<file path="src/logic/spi_pkg.sv">
// shared widths, register map and types for the spi master, referenced by scoped names
package spi_pkg;

    localparam int data_width      = 8;
    localparam int fifo_addr_width = 3;
    localparam int fifo_depth      = 2 ** fifo_addr_width;
    localparam int fill_width      = fifo_addr_width + 1;
    localparam int bus_width       = 32;
    localparam int div_width       = 4;
    localparam int ss_width        = 2;

    typedef logic [data_width-1:0] data_t;
    typedef logic [bus_width-1:0]  bus_t;
    typedef logic [fill_width-1:0] fill_t;
    typedef logic [div_width-1:0]  div_t;
    typedef logic [ss_width-1:0]   ss_sel_t;

    typedef enum logic [1:0] {
        idle,
        shift,
        gap     // one cycle between frames
    } engine_state_t;

    // byte offsets from base_addr
    localparam bus_t        base_addr      = '0;
    localparam int unsigned data_offset    = 0;
    localparam int unsigned ctrl_offset    = 4;
    localparam int unsigned tx_stat_offset = 16;
    localparam int unsigned rx_stat_offset = 28;

    localparam logic [1:0] trans_nonseq = 2'b10;   // bit 1 alone marks a transfer

    // control register
    localparam int ctrl_div_lsb = 0;
    localparam int ctrl_cpha    = 4;
    localparam int ctrl_cpol    = 5;
    localparam int ctrl_ss_lsb  = 8;

    // tx and rx status registers share one layout
    localparam int stat_fill_lsb = 0;
    localparam int stat_wm_lsb   = 8;
    localparam int stat_full     = 16;
    localparam int stat_empty    = 17;
    localparam int stat_wm_hit   = 18;
    localparam int stat_ovf      = 19;
    localparam int stat_udf      = 20;   // rx only
    localparam int stat_ie_lsb   = 24;
    localparam int stat_ena      = 31;

    localparam div_t  div_reset    = 4'd1;   // sclk = clk / 4
    localparam fill_t tx_wm_reset  = '0;
    localparam fill_t rx_wm_reset  = 4'd1;
    localparam logic  tx_ena_reset = 1'b1;
    localparam logic  rx_ena_reset = 1'b1;

endpackage

</file>
<file path="src/logic/spi_fifo.sv">
// single-clock fall-through byte FIFO with fill count, one instance each for tx and rx
`timescale 1ns/1ps

module spi_fifo (
    input  logic           clk,
    input  logic           n_reset,
    input  logic           push,
    input  spi_pkg::data_t din,
    input  logic           pop,
    output spi_pkg::data_t dout,
    output logic           full,
    output logic           empty,
    output spi_pkg::fill_t fill
);

    spi_pkg::data_t                      mem [spi_pkg::fifo_depth];
    logic [spi_pkg::fifo_addr_width-1:0] wr_ptr;
    logic [spi_pkg::fifo_addr_width-1:0] rd_ptr;
    logic                                do_push;
    logic                                do_pop;

    assign full    = (fill == spi_pkg::fill_t'(spi_pkg::fifo_depth));
    assign empty   = (fill == '0);
    assign do_push = push && !full;    // dropped when full
    assign do_pop  = pop && !empty;
    assign dout    = mem[rd_ptr];      // head always visible

    always_ff @(posedge clk) begin
        if (do_push)
            mem[wr_ptr] <= din;
    end

    always_ff @(posedge clk or negedge n_reset) begin
        if (!n_reset) begin
            wr_ptr <= '0;
            rd_ptr <= '0;
            fill   <= '0;
        end else begin
            if (do_push)
                wr_ptr <= wr_ptr + 1'b1;   // wraps at depth
            if (do_pop)
                rd_ptr <= rd_ptr + 1'b1;
            case ({do_push, do_pop})
                2'b10:   fill <= fill + 1'b1;
                2'b01:   fill <= fill - 1'b1;
                default: fill <= fill;     // both or neither
            endcase
        end
    end

endmodule

</file>
<file path="src/logic/spi_master_engine.sv">
// spi master shift engine, pulls bytes from the tx FIFO and pushes received bytes to rx
`timescale 1ns/1ps

module spi_master_engine (
    input  logic              clk,
    input  logic              n_reset,
    input  spi_pkg::div_t     divider,
    input  logic              cpol,
    input  logic              cpha,
    input  spi_pkg::ss_sel_t  active_ss,
    input  logic              tx_ena,
    input  logic              rx_ena,
    input  spi_pkg::data_t    tx_dout,
    input  logic              tx_empty,
    output logic              tx_pop,
    output spi_pkg::data_t    rx_din,
    output logic              rx_push,
    input  logic              rx_full,
    output logic              rx_overflow,
    output logic              busy,
    output logic              sclk,
    output logic              mosi,
    input  logic              miso,
    output logic [3:0]        ss
);

    spi_pkg::engine_state_t state;
    logic [15:0]            half_cnt;     // clk cycles within one sclk half period
    logic [15:0]            half_last;
    logic [3:0]             edge_cnt;     // 16 sclk edges per frame
    logic                   sclk_phase;
    logic                   sclk_edge;
    logic                   leading;
    logic                   start;
    spi_pkg::data_t         tx_sr;
    spi_pkg::data_t         rx_sr;

    assign half_last = (16'd1 << divider) - 16'd1;
    assign sclk_edge = (state == spi_pkg::shift) && (half_cnt >= half_last);
    assign leading   = !edge_cnt[0];
    // next frame may start from idle or straight out of the gap
    assign start     = (state != spi_pkg::shift) && tx_ena && !tx_empty;

    assign tx_pop      = start;
    assign busy        = (state != spi_pkg::idle);
    assign rx_push     = (state == spi_pkg::gap) && rx_ena && !rx_full;
    assign rx_overflow = (state == spi_pkg::gap) && rx_ena && rx_full;   // byte is lost
    assign rx_din      = rx_sr;
    assign mosi        = tx_sr[7];                  // msb first
    assign sclk        = sclk_phase ^ cpol;         // rests at cpol
    // ss stays low across back-to-back frames
    assign ss          = busy ? ~(4'b0001 << active_ss) : 4'b1111;

    always_ff @(posedge clk or negedge n_reset) begin
        if (!n_reset) begin
            state      <= spi_pkg::idle;
            half_cnt   <= '0;
            edge_cnt   <= '0;
            sclk_phase <= 1'b0;
            tx_sr      <= '0;
        end else begin
            if (start) begin
                state    <= spi_pkg::shift;
                half_cnt <= '0;
                edge_cnt <= '0;
                tx_sr    <= tx_dout;
            end else if (state == spi_pkg::gap) begin
                state <= spi_pkg::idle;     // tx drained, ss rises
            end else if (sclk_edge) begin
                half_cnt   <= '0;
                edge_cnt   <= edge_cnt + 4'd1;
                sclk_phase <= !sclk_phase;
                if (edge_cnt == 4'd15)
                    state <= spi_pkg::gap;
                // drive edge: trailing for cpha 0, leading after the first for cpha 1
                if ((leading == cpha) && (edge_cnt != 4'd0))
                    tx_sr <= {tx_sr[6:0], 1'b0};
            end else if (state == spi_pkg::shift) begin
                half_cnt <= half_cnt + 16'd1;
            end
        end
    end

    // sample on the edge opposite to the drive edge
    always_ff @(posedge clk) begin
        if (sclk_edge && (leading != cpha))
            rx_sr <= {rx_sr[6:0], miso};
    end

endmodule

</file>
<file path="src/logic/spi_regs.sv">
// AHB-Lite register block of the spi master with control, status, error flags and irq
`timescale 1ns/1ps

module spi_regs (
    input  logic              clk,
    input  logic              n_reset,
    input  spi_pkg::bus_t     haddr,
    input  logic              hwrite,
    input  logic [1:0]        htrans,
    input  spi_pkg::bus_t     hwdata,
    output spi_pkg::bus_t     hrdata,
    output logic              tx_push,
    output spi_pkg::data_t    tx_din,
    input  spi_pkg::fill_t    tx_fill,
    input  logic              tx_full,
    input  logic              tx_empty,
    output logic              rx_pop,
    input  spi_pkg::data_t    rx_dout,
    input  spi_pkg::fill_t    rx_fill,
    input  logic              rx_full,
    input  logic              rx_empty,
    input  logic              busy,
    input  logic              rx_overflow,
    output spi_pkg::div_t     divider,
    output logic              cpol,
    output logic              cpha,
    output spi_pkg::ss_sel_t  active_ss,
    output logic              tx_ena,
    output logic              rx_ena,
    output logic              irq
);

    logic           trans_q;      // registered address phase
    logic           write_q;
    spi_pkg::bus_t  addr_q;
    logic           rd_req;
    logic           wr_ctrl;
    logic           wr_tx_stat;
    logic           wr_rx_stat;
    spi_pkg::fill_t tx_wm;
    spi_pkg::fill_t rx_wm;
    logic [3:0]     tx_ie;        // ready, ovf, wm, empty
    logic [3:0]     rx_ie;        // udf, ovf, wm, full
    logic           tx_ovf;
    logic           rx_ovf;
    logic           rx_udf;
    logic           tx_wm_hit;
    logic           rx_wm_hit;
    logic           tx_ready;
    spi_pkg::bus_t  ctrl_word;

    function automatic logic hit(input spi_pkg::bus_t addr, input int unsigned offset);
        return addr == spi_pkg::bus_t'(spi_pkg::base_addr + offset);
    endfunction

    function automatic spi_pkg::bus_t stat_word(
        input spi_pkg::fill_t fill, input spi_pkg::fill_t wm, input logic full,
        input logic empty, input logic wm_hit, input logic ovf, input logic udf,
        input logic [3:0] ie, input logic ena
    );
        spi_pkg::bus_t w;
        w = '0;
        w[spi_pkg::stat_fill_lsb +: spi_pkg::fill_width] = fill;
        w[spi_pkg::stat_wm_lsb +: spi_pkg::fill_width]   = wm;
        w[spi_pkg::stat_full]                           = full;
        w[spi_pkg::stat_empty]                          = empty;
        w[spi_pkg::stat_wm_hit]                         = wm_hit;
        w[spi_pkg::stat_ovf]                            = ovf;
        w[spi_pkg::stat_udf]                            = udf;
        w[spi_pkg::stat_ie_lsb +: 4]                    = ie;
        w[spi_pkg::stat_ena]                            = ena;
        return w;
    endfunction

    assign rd_req     = htrans[1] && !hwrite;
    assign rx_pop     = rd_req && hit(haddr, spi_pkg::data_offset);
    assign tx_push    = trans_q && write_q && hit(addr_q, spi_pkg::data_offset);
    assign tx_din     = hwdata[spi_pkg::data_width-1:0];
    assign wr_ctrl    = trans_q && write_q && hit(addr_q, spi_pkg::ctrl_offset);
    assign wr_tx_stat = trans_q && write_q && hit(addr_q, spi_pkg::tx_stat_offset);
    assign wr_rx_stat = trans_q && write_q && hit(addr_q, spi_pkg::rx_stat_offset);

    assign tx_wm_hit = (tx_fill <= tx_wm);
    assign rx_wm_hit = (rx_fill >= rx_wm);
    assign tx_ready  = !busy;

    assign irq = |(tx_ie & {tx_ready, tx_ovf, tx_wm_hit, tx_empty}) ||
                 |(rx_ie & {rx_udf, rx_ovf, rx_wm_hit, rx_full});

    always_comb begin
        ctrl_word = '0;
        ctrl_word[spi_pkg::ctrl_div_lsb +: spi_pkg::div_width] = divider;
        ctrl_word[spi_pkg::ctrl_cpha]                          = cpha;
        ctrl_word[spi_pkg::ctrl_cpol]                          = cpol;
        ctrl_word[spi_pkg::ctrl_ss_lsb +: spi_pkg::ss_width]   = active_ss;
    end

    always_ff @(posedge clk or negedge n_reset) begin
        if (!n_reset) begin
            trans_q <= 1'b0;
            write_q <= 1'b0;
            addr_q  <= '0;
        end else begin
            trans_q <= htrans[1];
            write_q <= hwrite;
            addr_q  <= haddr;
        end
    end

    always_ff @(posedge clk or negedge n_reset) begin
        if (!n_reset) begin
            divider   <= spi_pkg::div_reset;
            cpol      <= 1'b0;
            cpha      <= 1'b0;
            active_ss <= '0;
        end else if (wr_ctrl) begin
            divider   <= hwdata[spi_pkg::ctrl_div_lsb +: spi_pkg::div_width];
            cpol      <= hwdata[spi_pkg::ctrl_cpol];
            cpha      <= hwdata[spi_pkg::ctrl_cpha];
            active_ss <= hwdata[spi_pkg::ctrl_ss_lsb +: spi_pkg::ss_width];
        end
    end

    always_ff @(posedge clk or negedge n_reset) begin
        if (!n_reset) begin
            tx_ena <= spi_pkg::tx_ena_reset;
            rx_ena <= spi_pkg::rx_ena_reset;
            tx_ie  <= '0;
            rx_ie  <= '0;
            tx_wm  <= spi_pkg::tx_wm_reset;
            rx_wm  <= spi_pkg::rx_wm_reset;
            tx_ovf <= 1'b0;
            rx_ovf <= 1'b0;
            rx_udf <= 1'b0;
        end else begin
            if (wr_tx_stat) begin
                tx_ena <= hwdata[spi_pkg::stat_ena];
                tx_ie  <= hwdata[spi_pkg::stat_ie_lsb +: 4];
                tx_wm  <= hwdata[spi_pkg::stat_wm_lsb +: spi_pkg::fill_width];  // upper bits unused
            end
            if (wr_rx_stat) begin
                rx_ena <= hwdata[spi_pkg::stat_ena];
                rx_ie  <= hwdata[spi_pkg::stat_ie_lsb +: 4];
                rx_wm  <= hwdata[spi_pkg::stat_wm_lsb +: spi_pkg::fill_width];
            end
            // a new error event wins over a clearing write in the same cycle
            tx_ovf <= (wr_tx_stat ? hwdata[spi_pkg::stat_ovf] : tx_ovf) || (tx_push && tx_full);
            rx_ovf <= (wr_rx_stat ? hwdata[spi_pkg::stat_ovf] : rx_ovf) || rx_overflow;
            rx_udf <= (wr_rx_stat ? hwdata[spi_pkg::stat_udf] : rx_udf) || (rx_pop && rx_empty);
        end
    end

    // read data captured at the address phase, valid one cycle later
    always_ff @(posedge clk or negedge n_reset) begin
        if (!n_reset) begin
            hrdata <= '0;
        end else if (rd_req) begin
            if (hit(haddr, spi_pkg::data_offset))
                hrdata <= rx_empty ? '0 : spi_pkg::bus_t'(rx_dout);
            else if (hit(haddr, spi_pkg::ctrl_offset))
                hrdata <= ctrl_word;
            else if (hit(haddr, spi_pkg::tx_stat_offset))
                hrdata <= stat_word(tx_fill, tx_wm, tx_full, tx_empty, tx_wm_hit, tx_ovf,
                                    1'b0, tx_ie, tx_ena);
            else if (hit(haddr, spi_pkg::rx_stat_offset))
                hrdata <= stat_word(rx_fill, rx_wm, rx_full, rx_empty, rx_wm_hit, rx_ovf,
                                    rx_udf, rx_ie, rx_ena);
            else
                hrdata <= '0;   // unmapped
        end
    end

endmodule

</file>
<file path="src/logic/spi_top.sv">
// spi master top level, register block, tx and rx FIFOs and shift engine on one clock
`timescale 1ns/1ps

module spi_top (
    input  logic          clk,
    input  logic          n_reset,
    input  spi_pkg::bus_t haddr,
    input  logic          hwrite,
    input  logic [1:0]    htrans,
    input  spi_pkg::bus_t hwdata,
    output spi_pkg::bus_t hrdata,
    output logic          hready,
    output logic          hresp,
    output logic          sclk,
    output logic          mosi,
    input  logic          miso,
    output logic [3:0]    ss,
    output logic          irq
);

    logic             tx_push;
    logic             tx_pop;
    spi_pkg::data_t   tx_din;
    spi_pkg::data_t   tx_dout;
    spi_pkg::fill_t   tx_fill;
    logic             tx_full;
    logic             tx_empty;
    logic             rx_push;
    logic             rx_pop;
    spi_pkg::data_t   rx_din;
    spi_pkg::data_t   rx_dout;
    spi_pkg::fill_t   rx_fill;
    logic             rx_full;
    logic             rx_empty;
    logic             rx_overflow;
    logic             busy;
    spi_pkg::div_t    divider;
    logic             cpol;
    logic             cpha;
    spi_pkg::ss_sel_t active_ss;
    logic             tx_ena;
    logic             rx_ena;

    assign hready = 1'b1;   // zero wait states
    assign hresp  = 1'b0;   // always okay

    spi_regs i_regs (
        .clk, .n_reset, .haddr, .hwrite, .htrans, .hwdata, .hrdata,
        .tx_push, .tx_din, .tx_fill, .tx_full, .tx_empty,
        .rx_pop, .rx_dout, .rx_fill, .rx_full, .rx_empty,
        .busy, .rx_overflow,
        .divider, .cpol, .cpha, .active_ss, .tx_ena, .rx_ena, .irq
    );

    spi_fifo i_tx_fifo (
        .clk, .n_reset,
        .push(tx_push), .din(tx_din), .pop(tx_pop), .dout(tx_dout),
        .full(tx_full), .empty(tx_empty), .fill(tx_fill)
    );

    spi_fifo i_rx_fifo (
        .clk, .n_reset,
        .push(rx_push), .din(rx_din), .pop(rx_pop), .dout(rx_dout),
        .full(rx_full), .empty(rx_empty), .fill(rx_fill)
    );

    spi_master_engine i_engine (
        .clk, .n_reset,
        .divider, .cpol, .cpha, .active_ss, .tx_ena, .rx_ena,
        .tx_dout, .tx_empty, .tx_pop,
        .rx_din, .rx_push, .rx_full, .rx_overflow,
        .busy, .sclk, .mosi, .miso, .ss
    );

endmodule

</file>
<file path="config.mk">
export PLATFORM = sky130hd
export DESIGN_NAME = spi_top
export DESIGN_NICKNAME = d
export VERILOG_FILES = /design/src/logic/spi_pkg.sv /design/src/logic/spi_fifo.sv /design/src/logic/spi_master_engine.sv /design/src/logic/spi_regs.sv /design/src/logic/spi_top.sv
export SDC_FILE = /design/constraint.sdc
export NUM_CORES = 1
export LEC_CHECK = 0
export ABC_AREA = 1
export ABC_CLOCK_PERIOD_IN_PS = 3100
export BUFFER_PORTS_ARGS = -buffer_cell sky130_fd_sc_hd__buf_2
export CAP_MARGIN = 15
export CORE_MARGIN = 2
export CORE_UTILIZATION = 54
export CTS_CLUSTER_DIAMETER = 200
export CTS_CLUSTER_SIZE = 16
export DETAILED_ROUTE_END_ITERATION = 7
export PLACE_DENSITY_LB_ADDON = 0.2
export SLEW_MARGIN = 25
export SYNTH_ARGS = -nofsm -noshare
export SYNTH_HDL_FRONTEND = slang
export SYNTH_HIERARCHICAL = 1
export SYNTH_SLANG_ARGS = --single-unit
</file>
<file path="constraint.sdc">
create_clock -name clk -period 3.1 [get_ports clk]
set_clock_uncertainty 0.1 [all_clocks]
set_input_delay 0 -clock clk [delete_from_list [all_inputs] [get_ports clk]]
set_output_delay 0 -clock clk [all_outputs]
set_load 0.01 [all_outputs]
</file>
==> summary.txt <==
Outcome
  – Status: finished, violations left
  – Violated checks: negative hold slack

Setup path
  – CP required: around 3200 ps
  – Cell depth of the worst setup path: 19
  – Setup crit start kind: flop
  – CP Max Fanout: 8
  – R2R cell count: 19
  – Worst Setup Path Type: flop to flop
  – CP startpoint: i_regs/divider[0]$_DFFE_PN1P_
  – CP max stage cell: dfstp_2
  – Critical path's largest stage delay: approximately 540 ps
  – Most used cell, CP: nand2_1
  – FF-to-FF End: i_engine/rx_din[7]$_DFFE_PP_
  – Critical path, cell by cell: inv_1 > nand2_2 > inv_1 > nand2_2 > ha_2 > o2111ai_2 > xor2_1 > ha_1 > nand2_1 > inv_1 > nand2_1 > nor2_1 > nor2_1 > nand2_1 > nand2_1 > nand2_4 > nand2_8 > nor2_4 > buf_12
  – RR Startpoint: i_regs/divider[0]$_DFFE_PN1P_
  – CP Data Arrival Time: ~3000 ps
  – Worst path buffer plus inverter count: 4
  – Crit end category: flop
  – Worst Setup EP: i_engine/rx_din[7]$_DFFE_PP_
  – Top Family by Delay on Critical Path: simple AND/OR/NAND/NOR gates
  – Flop-to-flop setup slack: about 180 ps

STA
  – Slack of the critical path: 183 ps
  – Min Hold Slack: -15.1 ps
  – Worst-margin pin slew: roughly 740 ps
  – Final setup vio count: 0
  – Post-Route Setup TNS: 0 ps
  – Final period utilization: 94.1%
  – Rel. slew slack: between 50% and 60%
  – Slew Viols, Final: 0
  – Max Clk Rate: between 300 and 400 MHz
  – Period minus WS final: between 2000 and 3000 ps
  – Fin. Hold Viols: 16

Logic synthesis
  – Synth Area in XOR/XNOR: 1.68%
  – Register bit total from synthesis: between 200 and 300
  – Syn avg cell area: about 9 µm²
  – Synthesized netlist cell count: roughly 1,500
  – Main combinational cell family by area after synthesis: simple AND/OR/NAND/NOR gates
  – Ys flop type: edfxtp_1
  – Post-synth EDFFs: between 100 and 150
  – Compound-Gate Fraction of Synth Area: about 2.5%
  – Mux cell area share after synthesis: 0%
  – Simple-gate portion of the synthesized area: between 20 and 30%
  – Cell Area, Synth: ~0.014 mm²
  – Yosys warning total: 6
  – Sequential element share of the synthesized area: approximately 55%
  – Post-synth cell types: between 40 and 50
  – Synth Area in Adders: 3.80%
  – Post-synth ARST share: 50.0%

Clocking
  – Inserted Clock Buffers: 20
  – Reg clk slew, reported paths: about 80 ps
  – Clk root buf: clkbuf_16
  – Htree depth: 1
  – Clock Latency Late Sink: approximately 520 ps
  – Max clock buf depth: 3
  – Clock Sinks: 272
  – CTS tree: yes

Die
  – Initial cell density of the core: between 50% and 60%
  – Die X: about 160 µm
  – Die ar.: between 0.02 and 0.03 mm²
  – Die height: roughly 160 µm
  – Site Rows: 57
  – Core area: 0.0245 mm²
  – I/O Pins: 111

Placement
  – Dpl ws: 76.0 ps
  – Port-buffer cells: 84
  – Routability Congestion: between 0.8 and 0.9
  – Cell area after placement: 0.0143 mm²
  – HPWL Detailed: 20,100 µm

Power
  – Pwr/cell area: 419 mW/mm²
  – Highest ir drop seen on vdd: ~0.4 mV
  – Lkg Pwr: between 7 and 8 nW

GRT
  – Vias in the first global route: 9,876
  – First-pass GRT wire length: about 49,000 µm
  – Largest net degree at the start of global routing: between 70 and 80
  – GRT Resource Usage Total: approximately a quarter
  – Total grt overflow: 0
  – Antenna violations before repair: 0

Cells and area
  – Area growth from synthesis to layout: 14.6%
  – Seq. cell area: 0.00750 mm²
  – Nets: roughly 1,800
  – Area of the multi-input gates: slightly above 0.005 mm²
  – Final core occ: 63.5%
  – Share of layout cells above drive strength 1: about 12%
  – Fill cells: a little over 2,000
  – Design area: between 0.015 and 0.02 mm²

Drt
  – DR iter-0 viols: 734
  – DR vias/cell: between 5 and 6
  – Router iterations before antenna repair: 6
  – Total wire length: 30,300 µm
  – Vias: just over 10,000
  – WL per Instance: around 15 µm
  – Residual DRC count: 0
  – Antenna Nets Post-Route: 0

Hold path
  – HP Class: input pin to asynchronous set/reset pin

Flow run
  – Max-Cap Viols: 0
## worst min path at each step
stage / end / slack, ps / depth (start not counted)
final: i_engine/tx_sr[1]$_DFFE_PN0P_ / -20 / 2
after global routing: i_regs/addr_q[18]$_DFF_PN0_ / 50 / 2
after CTS: i_engine/tx_sr[1]$_DFFE_PN0P_ / 10 / 2
after detailed placement: i_engine/tx_sr[6]$_DFFE_PN0P_ / -6 / 1
after global placement: i_engine/tx_sr[7]$_DFFE_PN0P_ / -10 / 1
after floorplan: i_engine/edge_cnt[0]$_DFFE_PN0P_ / -400 / 0
## cell families after synthesis
logic type               count (synthesis)
AO/OA/AOI/OAI                           60
XOR/XNOR                                26
adder cells (fa/ha/maj)                 40
buffers and inverters                  240
flip-flops                             272
other                                    4
AND/OR/NAND/NOR                        901
## synth_stat cells, types with 2 or more instances
library cell    n  area [µm²]
a31oi_1         2        12.5
o22ai_1         9        56.3
buf_4          26         195
o21ai_2         3        26.3
xor2_1         14         123
dfstp_2         4         105
or2_2           5        31.3
clkinv_1        2        7.51
o211ai_1        2        15.0
xnor2_1        12         105
nor3_1         29         145
nor2_2          5        31.3
a21oi_1        14        70.1
clkbuf_1        8        30.0
nand2_4         4        45.0
ha_1           38         475
nor2_1        208         781
nand3_2         3        30.0
inv_2           5        18.8
nand4_1        13        81.3
buf_6          12         135
fa_1            2        40.0
nor3_2          2        20.0
dfrtp_1       132        3300
edfxtp_1      136        4080
nand3_1        99         495
o21ai_0        27         135
nor4_4          2        42.5
conb_1          4        15.0
nand2_1       505        1900
inv_1         174         653
buf_2          12        60.1
nor2_4          3        33.8
nor4_1          5        31.3
nand2_2         8        50.1
## metrics by stage
stage / total power [mW] / std cells
detailed placement: 4.05 / 1935
finish: 6.51 / 2036
global route: 6.73 / 2035
global placement: 4.05 / 1935
CTS: 6.57 / 2026
floorplan: 3.96 / 1552
## final cells by class
cell class	count	share of cell area, %
diodes	1	0.0161
clock buffers	36	3.75
inverters	181	4.37
multi-input cells	1041	32.4
flip-flops and latches	272	48.3
well taps	324	2.61
repair buffers	181	8.56
## flip-flops by register name, indices dropped and copies added, names as in the netlist, 8 cells and up
name and count:
i_engine/rx_din 8, i_regs/hrdata 22, i_engine/half_cnt 16, i_tx_fifo/mem 64, i_regs/addr_q 32, i_rx_fifo/mem 64, i_engine/tx_sr 8
## metal layers
| layer | routed length, µm | share of wire [%] | global-route usage (%) |
|---|---|---|---|
| met1 | 13300 | 44 | 31.1 |
| met2 | 14600 | 48 | 40.4 |
| met3 | 1560 | 5.1 | 3.13 |
| met4 | 831 | 2.7 | 6.64 |
| met5 | 0 | 0 | 0 |
## repair_timing
item | 4_1_cts | 5_1_grt
buffers inserted | 0 | 8
resized for setup | 0 | 9
hold endpoints to repair | 227 | 0
hold buffers | 55 | 0
setup endpoints to repair | 0 | 23
## layout by cell type, fill, tap and decap left out, types with 4 or more instances in the layout
| master | Yosys | routed |
|---|---|---|
| nand2_4 | 4 | 5 |
| dfrtp_1 | 132 | 129 |
| nor2_1 | 208 | 207 |
| o21ai_0 | 27 | 27 |
| nor2_2 | 5 | 5 |
| a21oi_1 | 14 | 14 |
| or2_2 | 5 | 5 |
| inv_1 | 174 | 174 |
| xnor2_1 | 12 | 12 |
| nand4_1 | 13 | 13 |
| buf_2 | 12 | 83 |
| clkbuf_16 | 0 | 21 |
| o22ai_1 | 9 | 9 |
| nand3_1 | 99 | 99 |
| inv_2 | 5 | 5 |
| nor2_4 | 3 | 4 |
| nand2_2 | 8 | 9 |
| clkbuf_1 | 8 | 15 |
| dfstp_2 | 4 | 4 |
| xor2_1 | 14 | 14 |
| nor3_1 | 29 | 28 |
| nor4_1 | 5 | 5 |
| dlygate4sd3_1 | 0 | 55 |
| nand2_1 | 505 | 503 |
| conb_1 | 4 | 13 |
| edfxtp_1 | 136 | 136 |
| ha_1 | 38 | 37 |
| buf_4 | 26 | 39 |
## power breakdown
group | switching [mW] | internal (mW)
Sequential | 0.0169 | 3.80
Clock | 1.20 | 1.27
Combinational | 0.127 | 0.0907
Power figures use the tool's default switching activity.
